$ cat src/eeprom_pkg.sv
package eeprom_pkg;

    // host side widths
    localparam int ADDR_W = 11;
    localparam int DATA_W = 8;

    // opcode in the top bit, then address, then data
    localparam int CMD_W = 1 + ADDR_W + DATA_W;

    // address byte on the wire, the rest rides in the control byte
    localparam int ADDR_LO_W = 8;
    localparam int ADDR_HI_W = ADDR_W - ADDR_LO_W;

    localparam logic [3:0] DEV_CODE = 4'b1010;

    typedef enum logic {
        op_write = 1'b0,
        op_read  = 1'b1
    } eeprom_op_t;

    typedef enum logic [3:0] {
        st_idle,
        st_start,
        st_ctrl_wr,
        st_addr,
        st_data_wr,
        st_restart,
        st_ctrl_rd,
        st_data_rd,
        st_stop,
        st_ack
    } ctrl_state_t;

    // 1010, block address, r/w bit
    function automatic logic [DATA_W-1:0] ctrl_byte(
        input logic [ADDR_HI_W-1:0] addr_hi,
        input eeprom_op_t op
    );
        return {DEV_CODE, addr_hi, op == op_read};
    endfunction

endpackage

$ cat src/eeprom_cmd_capture.sv
`timescale 1ns/1ps

module eeprom_cmd_capture (
    input  logic                          CLK,
    input  logic                          RESET,
    input  logic                          wr,
    input  logic                          rd,
    input  logic [eeprom_pkg::ADDR_W-1:0] addr,
    input  logic [eeprom_pkg::DATA_W-1:0] wr_data,
    input  logic                          full,
    output logic                          push,
    output logic [eeprom_pkg::CMD_W-1:0]  push_cmd,
    output logic                          overflow
);

    eeprom_pkg::eeprom_op_t op;
    logic                   strobe;
    logic                   accept;

    assign strobe = wr | rd;
    assign accept = strobe & ~full;

    // write wins when both strobes arrive together
    always_comb
    begin
        if (wr)
            op = eeprom_pkg::op_write;
        else
            op = eeprom_pkg::op_read;
    end

    always_ff @(posedge CLK)
    begin
        if (RESET)
        begin
            push     <= 1'b0;
            overflow <= 1'b0;
        end
        else
        begin
            push <= accept;
            if (strobe && full)
                overflow <= 1'b1; // sticky until reset
        end
    end

    always_ff @(posedge CLK)
    begin
        if (accept)
            push_cmd <= {op, addr, wr_data};
    end

endmodule

$ cat src/eeprom_cmd_fifo.sv
`timescale 1ns/1ps

module eeprom_cmd_fifo #(
    parameter int FIFO_DEPTH = 4
) (
    input  logic                         CLK,
    input  logic                         RESET,
    input  logic                         push,
    input  logic [eeprom_pkg::CMD_W-1:0] push_cmd,
    input  logic                         pop,
    output logic [eeprom_pkg::CMD_W-1:0] head_cmd,
    output logic                         empty,
    output logic                         full
);

    localparam int PTR_W = $clog2(FIFO_DEPTH);

    logic [eeprom_pkg::CMD_W-1:0] mem [FIFO_DEPTH];
    logic [PTR_W-1:0]             wr_ptr;
    logic [PTR_W-1:0]             rd_ptr;
    logic [PTR_W:0]               count;
    logic [PTR_W:0]               count_next;

    assign count_next = count + {{PTR_W{1'b0}}, push} - {{PTR_W{1'b0}}, pop};

    // looks one push ahead since the capture stage has a register in front
    assign full     = (count_next == (PTR_W + 1)'(FIFO_DEPTH));
    assign empty    = (count == '0);
    assign head_cmd = mem[rd_ptr];

    always_ff @(posedge CLK)
    begin
        if (RESET)
        begin
            wr_ptr <= '0;
            rd_ptr <= '0;
            count  <= '0;
        end
        else
        begin
            if (push)
                wr_ptr <= wr_ptr + 1'b1; // wraps, depth is a power of two
            if (pop)
                rd_ptr <= rd_ptr + 1'b1;
            count <= count_next;
        end
    end

    always_ff @(posedge CLK)
    begin
        if (push)
            mem[wr_ptr] <= push_cmd;
    end

endmodule

$ cat src/eeprom_serial_ctrl.sv
`timescale 1ns/1ps

module eeprom_serial_ctrl (
    input  logic                          CLK,
    input  logic                          RESET,
    input  logic                          empty,
    input  logic [eeprom_pkg::CMD_W-1:0]  head_cmd,
    output logic                          pop,
    output logic                          scl,
    output logic                          sda_out,
    output logic                          sda_oe,
    input  logic                          sda_in,
    output logic                          ack,
    output logic [eeprom_pkg::DATA_W-1:0] rd_data,
    output logic                          rd_valid
);

    localparam int CNT_W  = $clog2(eeprom_pkg::DATA_W);
    localparam int DATA_W = eeprom_pkg::DATA_W;
    localparam int ADDR_W = eeprom_pkg::ADDR_W;

    eeprom_pkg::ctrl_state_t state;
    eeprom_pkg::eeprom_op_t  cmd_op;
    logic [ADDR_W-1:0]       cmd_addr;
    logic [DATA_W-1:0]       cmd_data;
    logic [DATA_W-1:0]       shift_reg;
    logic [CNT_W-1:0]        bit_cnt;
    logic                    last_bit;

    assign pop      = (state == eeprom_pkg::st_idle) && !empty;
    assign last_bit = (bit_cnt == CNT_W'(DATA_W - 1));

    // latch the head entry as it leaves the fifo
    always_ff @(posedge CLK)
    begin
        if (pop)
        begin
            cmd_op   <= eeprom_pkg::eeprom_op_t'(head_cmd[eeprom_pkg::CMD_W-1]);
            cmd_addr <= head_cmd[eeprom_pkg::CMD_W-2 -: ADDR_W];
            cmd_data <= head_cmd[DATA_W-1:0];
        end
    end

    // every bit is a falling edge with new sda, then a rising edge
    // start, restart and stop hold scl high while sda moves
    always_ff @(posedge CLK)
    begin
        if (RESET)
        begin
            state     <= eeprom_pkg::st_idle;
            scl       <= 1'b0;
            sda_out   <= 1'b1;
            sda_oe    <= 1'b1;
            ack       <= 1'b0;
            rd_valid  <= 1'b0;
            rd_data   <= '0;
            shift_reg <= '0;
            bit_cnt   <= '0;
        end
        else
        begin
            case (state)
                eeprom_pkg::st_idle:
                begin
                    scl     <= 1'b0;
                    sda_out <= 1'b1; // bus idle
                    sda_oe  <= 1'b1;
                    bit_cnt <= '0;
                    if (!empty)
                        state <= eeprom_pkg::st_start;
                end
                eeprom_pkg::st_start:
                begin
                    if (bit_cnt == '0)
                    begin
                        scl     <= 1'b1;
                        bit_cnt <= bit_cnt + 1'b1;
                    end
                    else
                    begin
                        sda_out   <= 1'b0; // falls under high scl
                        shift_reg <= eeprom_pkg::ctrl_byte(
                            cmd_addr[ADDR_W-1 -: eeprom_pkg::ADDR_HI_W], eeprom_pkg::op_write);
                        bit_cnt   <= '0;
                        state     <= eeprom_pkg::st_ctrl_wr;
                    end
                end
                eeprom_pkg::st_ctrl_wr,
                eeprom_pkg::st_addr,
                eeprom_pkg::st_data_wr,
                eeprom_pkg::st_ctrl_rd:
                begin
                    if (scl)
                    begin
                        scl       <= 1'b0;
                        sda_out   <= shift_reg[DATA_W-1]; // msb first
                        shift_reg <= {shift_reg[DATA_W-2:0], 1'b0};
                    end
                    else
                    begin
                        scl     <= 1'b1;
                        bit_cnt <= bit_cnt + 1'b1; // wraps to zero after the last bit
                        if (last_bit)
                        begin
                            case (state)
                                eeprom_pkg::st_ctrl_wr:
                                begin
                                    shift_reg <= cmd_addr[eeprom_pkg::ADDR_LO_W-1:0];
                                    state     <= eeprom_pkg::st_addr;
                                end
                                eeprom_pkg::st_addr:
                                begin
                                    if (cmd_op == eeprom_pkg::op_read)
                                        state <= eeprom_pkg::st_restart;
                                    else
                                    begin
                                        shift_reg <= cmd_data;
                                        state     <= eeprom_pkg::st_data_wr;
                                    end
                                end
                                eeprom_pkg::st_data_wr:
                                    state <= eeprom_pkg::st_stop;
                                default:
                                    state <= eeprom_pkg::st_data_rd;
                            endcase
                        end
                    end
                end
                eeprom_pkg::st_restart:
                begin
                    case (bit_cnt)
                        CNT_W'(0):
                        begin
                            scl     <= 1'b0;
                            sda_out <= 1'b1;
                            bit_cnt <= bit_cnt + 1'b1;
                        end
                        CNT_W'(1):
                        begin
                            scl     <= 1'b1;
                            bit_cnt <= bit_cnt + 1'b1;
                        end
                        default:
                        begin
                            sda_out   <= 1'b0; // repeated start
                            shift_reg <= eeprom_pkg::ctrl_byte(
                                cmd_addr[ADDR_W-1 -: eeprom_pkg::ADDR_HI_W], eeprom_pkg::op_read);
                            bit_cnt   <= '0;
                            state     <= eeprom_pkg::st_ctrl_rd;
                        end
                    endcase
                end
                eeprom_pkg::st_data_rd:
                begin
                    if (scl)
                    begin
                        scl    <= 1'b0;
                        sda_oe <= 1'b0; // device drives sda
                    end
                    else
                    begin
                        scl       <= 1'b1;
                        shift_reg <= {shift_reg[DATA_W-2:0], sda_in};
                        bit_cnt   <= bit_cnt + 1'b1;
                        if (last_bit)
                            state <= eeprom_pkg::st_stop;
                    end
                end
                eeprom_pkg::st_stop:
                begin
                    case (bit_cnt)
                        CNT_W'(0):
                        begin
                            scl     <= 1'b0;
                            sda_oe  <= 1'b1;
                            sda_out <= 1'b0;
                            bit_cnt <= bit_cnt + 1'b1;
                        end
                        CNT_W'(1):
                        begin
                            scl     <= 1'b1;
                            bit_cnt <= bit_cnt + 1'b1;
                        end
                        default:
                        begin
                            sda_out <= 1'b1; // rises under high scl
                            bit_cnt <= '0;
                            ack     <= 1'b1;
                            if (cmd_op == eeprom_pkg::op_read)
                            begin
                                rd_valid <= 1'b1;
                                rd_data  <= shift_reg;
                            end
                            state <= eeprom_pkg::st_ack;
                        end
                    endcase
                end
                eeprom_pkg::st_ack:
                begin
                    scl      <= 1'b0;
                    ack      <= 1'b0;
                    rd_valid <= 1'b0;
                    state    <= eeprom_pkg::st_idle;
                end
                default:
                    state <= eeprom_pkg::st_idle;
            endcase
        end
    end

endmodule

$ cat src/eeprom_top.sv
`timescale 1ns/1ps

module eeprom_top #(
    parameter int FIFO_DEPTH = 4
) (
    input  logic                          CLK,
    input  logic                          RESET,
    input  logic                          wr,
    input  logic                          rd,
    input  logic [eeprom_pkg::ADDR_W-1:0] addr,
    input  logic [eeprom_pkg::DATA_W-1:0] wr_data,
    output logic                          full,
    output logic                          overflow,
    output logic                          ack,
    output logic [eeprom_pkg::DATA_W-1:0] rd_data,
    output logic                          rd_valid,
    output logic                          scl,
    output logic                          sda_out,
    output logic                          sda_oe,
    input  logic                          sda_in
);

    logic                         push;
    logic [eeprom_pkg::CMD_W-1:0] push_cmd;
    logic                         pop;
    logic [eeprom_pkg::CMD_W-1:0] head_cmd;
    logic                         empty;

    eeprom_cmd_capture capture_i (
        .CLK      (CLK),
        .RESET    (RESET),
        .wr       (wr),
        .rd       (rd),
        .addr     (addr),
        .wr_data  (wr_data),
        .full     (full),
        .push     (push),
        .push_cmd (push_cmd),
        .overflow (overflow)
    );

    eeprom_cmd_fifo #(
        .FIFO_DEPTH (FIFO_DEPTH)
    ) fifo_i (
        .CLK      (CLK),
        .RESET    (RESET),
        .push     (push),
        .push_cmd (push_cmd),
        .pop      (pop),
        .head_cmd (head_cmd),
        .empty    (empty),
        .full     (full)
    );

    eeprom_serial_ctrl ctrl_i (
        .CLK      (CLK),
        .RESET    (RESET),
        .empty    (empty),
        .head_cmd (head_cmd),
        .pop      (pop),
        .scl      (scl),
        .sda_out  (sda_out),
        .sda_oe   (sda_oe),
        .sda_in   (sda_in),
        .ack      (ack),
        .rd_data  (rd_data),
        .rd_valid (rd_valid)
    );

endmodule

$ cat config.mk
export PLATFORM = sky130hd
export DESIGN_NAME = eeprom_top
export DESIGN_NICKNAME = d
export VERILOG_FILES = /design/src/eeprom_pkg.sv /design/src/eeprom_cmd_capture.sv /design/src/eeprom_cmd_fifo.sv /design/src/eeprom_serial_ctrl.sv /design/src/eeprom_top.sv
export SDC_FILE = /design/constraint.sdc
export NUM_CORES = 1
export LEC_CHECK = 0
export BUFFER_PORTS_ARGS = -buffer_cell sky130_fd_sc_hd__buf_2
export CAP_MARGIN = 20
export CORE_MARGIN = 2
export CORE_UTILIZATION = 55
export DETAILED_ROUTE_END_ITERATION = 6
export GPL_ROUTABILITY_DRIVEN = 0
export PLACE_DENSITY = 0.73
export SYNTH_ARGS = -nofsm -noshare
export SYNTH_HDL_FRONTEND = slang
export SYNTH_SLANG_ARGS = --single-unit
export TNS_END_PERCENT = 1
$ cat constraint.sdc
create_clock -name CLK -period 5.85 [get_ports CLK]
set_clock_uncertainty 0.2 [all_clocks]
set_input_delay 1.17 -clock CLK [delete_from_list [all_inputs] [get_ports CLK]]
set_output_delay 1.17 -clock CLK [all_outputs]
set_load 0.02 [all_outputs]
==> results of run 1 <==
## cell families (layout without fill, tap and decap cells)
kind of cell | after synthesis | count (layout) | synth area share [%]
muxes | 30 | 30 | 8.76
AOI/OAI and AO/OA | 73 | 73 | 7.82
buffers and inverters | 37 | 91 | 2.61
adders and majority gates | 11 | 11 | 2.31
DFF | 157 | 157 | 69.1
xor gates and xnor gates | 6 | 6 | 0.836
and+or+nand+nor | 107 | 107 | 8.54
## per-stage QoR
step | area [um^2] | hold WS, ns | setup slack [ns] | total power, mW
6_report | 7200 | 0.246 | 0.644 | 3.90
5_1_grt | 7200 | 0.274 | 0.363 | 4.12
4_1_cts | 7160 | 0.248 | 0.649 | 3.91
3_5_place_dp | 6580 | 0.242 | 1.09 | 2.86
3_3_place_gp | 6580 | 0.231 | 1.20 | 2.81
2_1_floorplan | 6280 | 0.248 | 0.772 | 2.58
## power groups by stage
| stage | sequential [mW] | combinational (mW) | clock [mW] |
|---|---|---|---|
| 2_1_floorplan | 1.85 | 0.732 | 0 |
| 3_3_place_gp | 1.93 | 0.875 | 0 |
| 3_5_place_dp | 1.96 | 0.892 | 0 |
| 4_1_cts | 1.94 | 0.898 | 1.07 |
| 5_1_grt | 1.98 | 1.02 | 1.12 |
| 6_report | 1.93 | 0.914 | 1.05 |
## how the worst max path moves through the flow
stage,from,end,slack [ns]
after global routing,ctrl_i.state[3]$_SDFFE_PP0P_,full,0.36
after floorplan,ctrl_i.state[3]$_SDFFE_PP0P_,full,0.77
final,ctrl_i.state[3]$_SDFFE_PP0P_,full,0.64
after detailed placement,ctrl_i.state[3]$_SDFFE_PP0P_,full,1.09
after global placement,ctrl_i.state[3]$_SDFFE_PP0P_,full,1.20
after CTS,ctrl_i.state[3]$_SDFFE_PP0P_,full,0.65
## synth_stat cells (all sizes together) (5+ instances only)
cell and number:
edfxtp 120, dfxtp 37, nand2 31, nor2 31, a21oi 24, mux4 20, inv 15, buf 12
a211oi 10, ha 10, mux2i 10, o21ai 10, clkbuf 9, nor3 9, and2 6, nor2b 6
a31oi 5, nand3 5
## critical path, delay by kind of cell (launching register included)
| family | cells | cell delay (ns) |
|---|---|---|
| xor gates and xnor gates | 2 | 0.29 |
| adders and majority gates | 3 | 0.73 |
| and+or+nand+nor | 3 | 1.22 |
| buffers and inverters | 3 | 0.58 |
| DFF | 1 | 0.61 |
## final cells by class
cell class              count  area (um^2)  area share (%)
clock buffers              20          437            6.06
clock inverters            12          138            1.91
inverters                  16         60.1           0.834
multi-input cells         227         1790            24.8
flip-flops and latches    157         4340            60.3
well taps                 143          179            2.48
repair buffers             43          255            3.54
## layer usage
layer / vias up / GRT usage, %
met5: - / 0
met1: 1698 / 23.8
met4: 0 / 8.25
li1: 1687 / -
met2: 122 / 29.0
met3: 16 / 5.85
==> impl_metrics.env, run 1 <==
export IMPL_reg_largest_list="fifo_i.mem: 80 flops, capture_i.push_cmd: 20 flops, ctrl_i.cmd_addr: 11 flops"
export IMPL_ys_types=59
export IMPL_root_buffer="clkbuf_16"
export IMPL_num_nets_final=497
export IMPL_io_pins=39
export IMPL_grt_pass1_vias=3414
export IMPL_die_area_um2=12300
export IMPL_fp_dieW_um=111
export IMPL_crit_type="flip-flop to output pin"
export IMPL_route_met2_wl_um=5190
export IMPL_syn_nets=456
export IMPL_wl_per_cell_um=17.3
export IMPL_ys_async_sr_fraction_pct=0
export IMPL_hold_violations=0
export IMPL_min_from="ctrl_i.rd_data[7]$_SDFFE_PP0P_"
export IMPL_worst_slew_pin_slew_ns=1.05
export IMPL_internal_power_mw=2.73
export IMPL_reg2reg_depth=11
export IMPL_fp_row_count=39
export IMPL_ff2ff_setup_slack_ns=1.47
export IMPL_ctsLongestPathBuffers=2
export IMPL_reg2reg_to="capture_i.push_cmd[16]$_DFFE_PP_"
export IMPL_firstDrtPassIters=7
export IMPL_cts_made_buffers=17
export IMPL_yosys_area_top_type="edfxtp_1"
export IMPL_slew_viol_final=0
export IMPL_synth_area_um2=6280
export IMPL_netlist_instances=421
export IMPL_antenna_cells=0
export IMPL_yosysSeqAreaShare_pct=69.1
export IMPL_cts_max_level=4
export IMPL_vias=3523
export IMPL_power_switching_mw=1.17
export IMPL_avgSynthCellArea_um2=14.9
export IMPL_endpoint_kind="output pin"
export IMPL_dr_wl_met3_um=604
export IMPL_setup_tns_ns=0
export IMPL_reg2reg_from="ctrl_i.state[3]$_SDFFE_PP0P_"
export IMPL_ys_ff_latch=157
export IMPL_power_density_nw_per_um2=541
export IMPL_clkSinkCount=157
export IMPL_largest_register="fifo_i.mem"
export IMPL_drt_met1_wl_um=4720
export IMPL_fin_crit_ns=5.21
export IMPL_path_cells="or4_1 -> nor2_2 -> buf_4 -> ha_1 -> inv_1 -> ha_1 -> fa_1 -> xnor2_1 -> xnor2_1 -> nor3_1 -> buf_2"
export IMPL_p_leak_nw=2.45
export IMPL_grt_max_degree=36
export IMPL_slowest_stage="or4_1"
export IMPL_grt_pass1_wl_um=17300
export IMPL_synth_edf_count=120
export IMPL_cts_tree="built"
export IMPL_yosys_warnings=0
export IMPL_cp_max_fo=29
export IMPL_largest_reg_flops=80
export IMPL_hold_end="ctrl_i.rd_data[7]$_SDFFE_PP0P_"
export IMPL_port_buffer_count=38
export IMPL_drt_iter0_markers=252
export IMPL_dp_cells=584
export IMPL_fillers=824
export IMPL_drive_above_1_share_pct=21.3
export IMPL_ant_nets=0
export IMPL_finalNonFillerCells=618
export IMPL_syn_to_final_growth_pct=14.6
export IMPL_startpoint_type="flip-flop"
export IMPL_cts_clk_slew_worst_paths_ns=0.06
export IMPL_ys_flop_type="edfxtp_1"
export IMPL_p_sw_share_pct=30.0
export IMPL_max_stage_delay_ns=0.72
export IMPL_timing_fmax_mhz=192
export IMPL_period_share_pct=89.0
export IMPL_clkPwrFrac_pct=27.0
export IMPL_ys_top_cells_by_area="edfxtp_1, dfxtp_1, mux4_2"
export IMPL_wirelength_um=10700
export IMPL_outcome="finished clean"
export IMPL_dp_hpwl_um=6790
export IMPL_synth_top_area_share_pct=57.3
export IMPL_final_util_pct=63.9
export IMPL_die_h_um=111
export IMPL_critPathArrivalTime_ns=3.84
export IMPL_cts_resized=0
export IMPL_relSlewSlack_pct=29.8
export IMPL_drc=0
export IMPL_clkLatencyLatePin_ns=0.42
export IMPL_highest_layer="met4"
export IMPL_min_path_cells=2
export IMPL_rsz0062_at_grt="false"
export IMPL_cts_setup_buffers=0
export IMPL_antenna_found_initial=0
export IMPL_hp_class="flip-flop to flip-flop"
export IMPL_p_comb_share_pct=23.5
export IMPL_placeableCoreArea_um2=11300
export IMPL_peakVddDrop_uv=277
export IMPL_viasPerCell=5.70
export IMPL_cp_required_ns=4.48
export IMPL_power_frac_seq_pct=49.5
export IMPL_layout_commonest_cell="edfxtp_1"
export IMPL_cts_hold_buffers_added=0
export IMPL_drv_cap=0
export IMPL_gr_total_overflow=0
export IMPL_grt_usage_pct=18.5
export IMPL_initial_core_util_pct=55.8
export IMPL_finalSetupViolCount=0
export IMPL_final_cell_mix="edfxtp_1, buf_2, dfxtp_1"
Power figures use the tool's default switching activity.
==> inputs of run 2 (changes only) <==
--- a/config.mk
+++ b/config.mk
@@ -11,6 +11,7 @@
 export CORE_UTILIZATION = 55
 export DETAILED_ROUTE_END_ITERATION = 6
 export GPL_ROUTABILITY_DRIVEN = 0
+export MAX_ROUTING_LAYER = met4
 export PLACE_DENSITY = 0.73
 export SYNTH_ARGS = -nofsm -noshare
 export SYNTH_HDL_FRONTEND = slang
==> run 2 against run 1 <==
Effect of this change: via count grew 0.11%; sequential power is essentially flat; worst setup slack better by 0.0027 ns; final cell count did not move; sequential share of layout area unchanged; largest power group unchanged.
==> impl_metrics.env, run 2 (same netlist as run 1, synthesis figures left out) <==
export IMPL_outcome="finished clean"
export IMPL_cts_tree="built"
export IMPL_grt_pass1_vias=3414
export IMPL_hold_slack_ns=0.246
export IMPL_num_nets_final=497
export IMPL_drt_iter0_markers=301
export IMPL_power_mw=3.90
export IMPL_p_leak_nw=2.45
export IMPL_fp_dieW_um=111
export IMPL_hold_end="ctrl_i.rd_data[7]$_SDFFE_PP0P_"
export IMPL_layout_commonest_cell="edfxtp_1"
export IMPL_cts_hold_buffers_added=0
export IMPL_startpoint_type="flip-flop"
export IMPL_placeableCoreArea_um2=11300
export IMPL_fin_crit_ns=5.20
export IMPL_worst_slew_pin_slew_ns=1.07
export IMPL_drv_cap=0
export IMPL_port_buffer_count=38
export IMPL_reg2reg_to="capture_i.push_cmd[16]$_DFFE_PP_"
export IMPL_setup_tns_ns=0
export IMPL_fp_row_count=39
export IMPL_ctsLongestPathBuffers=2
export IMPL_largest_reg_flops=80
export IMPL_finalSetupViolCount=0
export IMPL_antenna_found_initial=0
export IMPL_drive_above_1_share_pct=21.3
export IMPL_clkLatencyLatePin_ns=0.41
export IMPL_io_pins=39
export IMPL_relSlewSlack_pct=28.7
export IMPL_initial_core_util_pct=55.8
export IMPL_ff2ff_setup_slack_ns=1.47
export IMPL_rsz0062_at_grt="false"
export IMPL_dp_cells=584
export IMPL_viasPerCell=5.71
export IMPL_root_buffer="clkbuf_16"
export IMPL_vias=3527
export IMPL_grt_pass1_wl_um=17300
export IMPL_cts_clk_slew_worst_paths_ns=0.06
export IMPL_slew_viol_final=0
export IMPL_hp_class="flip-flop to flip-flop"
export IMPL_clkSinkCount=157
export IMPL_reg2reg_from="ctrl_i.state[3]$_SDFFE_PP0P_"
export IMPL_endpoint_kind="output pin"
export IMPL_cts_made_buffers=17
export IMPL_cts_resized=0
export IMPL_final_cell_mix="edfxtp_1, buf_2, dfxtp_1"
export IMPL_peakVddDrop_uv=278
export IMPL_ant_nets=0
export IMPL_largest_register="fifo_i.mem"
export IMPL_cp_required_ns=4.48
export IMPL_timing_fmax_mhz=192
export IMPL_reg_largest_list="fifo_i.mem: 80 flops, capture_i.push_cmd: 20 flops, ctrl_i.cmd_addr: 11 flops"
export IMPL_cp_max_fo=29
export IMPL_hold_violations=0
export IMPL_wl_per_cell_um=17.3
export IMPL_cts_max_level=4
export IMPL_syn_to_final_growth_pct=14.6
export IMPL_dp_hpwl_um=6790
export IMPL_gr_total_overflow=0
export IMPL_die_h_um=111
export IMPL_wirelength_um=10700
export IMPL_crit_type="flip-flop to output pin"
export IMPL_grt_max_degree=36
export IMPL_period_share_pct=89.0
export IMPL_critPathArrivalTime_ns=3.83
export IMPL_min_path_cells=2
export IMPL_die_area_um2=12300
export IMPL_firstDrtPassIters=5
export IMPL_min_from="ctrl_i.rd_data[7]$_SDFFE_PP0P_"
export IMPL_cts_setup_buffers=0
export IMPL_antenna_cells=0
export IMPL_startpoint="ctrl_i.state[3]$_SDFFE_PP0P_"
export IMPL_drc=0
export IMPL_finalNonFillerCells=618
export IMPL_grt_usage_pct=19.0
export IMPL_power_density_nw_per_um2=541
export IMPL_reg2reg_depth=11
-- run 2: cell counts in the layout (fill, tap and decap cells not counted) --
Identical to the previous run, type by type.
-- run 2: how the worst max path moves through the flow --
| stage | to | slack (ns) |
|---|---|---|
| after floorplan | full | 0.77 |
| after global placement | full | 1.20 |
| after detailed placement | full | 1.09 |
| after CTS | full | 0.65 |
| after global routing | full | 0.36 |
| final | full | 0.65 |
-- run 2: final cells by class --
type,instances,area (um^2)
well taps,143,179
flip-flops and latches,157,4340
multi-input cells,227,1790
clock inverters,12,138
repair buffers,43,255
inverters,16,60.1
clock buffers,20,437
fillers,824,4070
-- run 2: layer usage --
layer	up-vias	global-route usage (%)	part of all wire, %
met2	101	28.9	50
met1	1725	23.9	44
met5	-	-	0
met3	13	6.18	4.4
li1	1688	-	-
met4	0	8.00	1.4
-- run 2: stage by stage --
step	instance area [um^2]	setup slack [ns]	utilization, %
6_report	7200	0.646	63.9
3_5_place_dp	6580	1.09	58.4
4_1_cts	7160	0.649	63.5
3_3_place_gp	6580	1.20	58.4
5_1_grt	7200	0.361	63.9
2_1_floorplan	6280	0.772	-
-- run 2: critical path: stages (launching register included) --
cell	delay, ns
dfxtp_1	0.60
or4_1	0.72
nor2_2	0.11
buf_4	0.28
ha_1	0.16
inv_1	0.04
ha_1	0.19
fa_1	0.38
xnor2_1	0.14
xnor2_1	0.15
nor3_1	0.39
buf_2	0.26
-- run 2: power breakdown --
| part | switching, mW | total, mW | leakage, nW | internal (mW) |
|---|---|---|---|---|
| logic | 0.530 | 0.914 | 0.765 | 0.384 |
| registers | 0.218 | 1.93 | 1.42 | 1.71 |
| clock network | 0.421 | 1.05 | 0.264 | 0.631 |
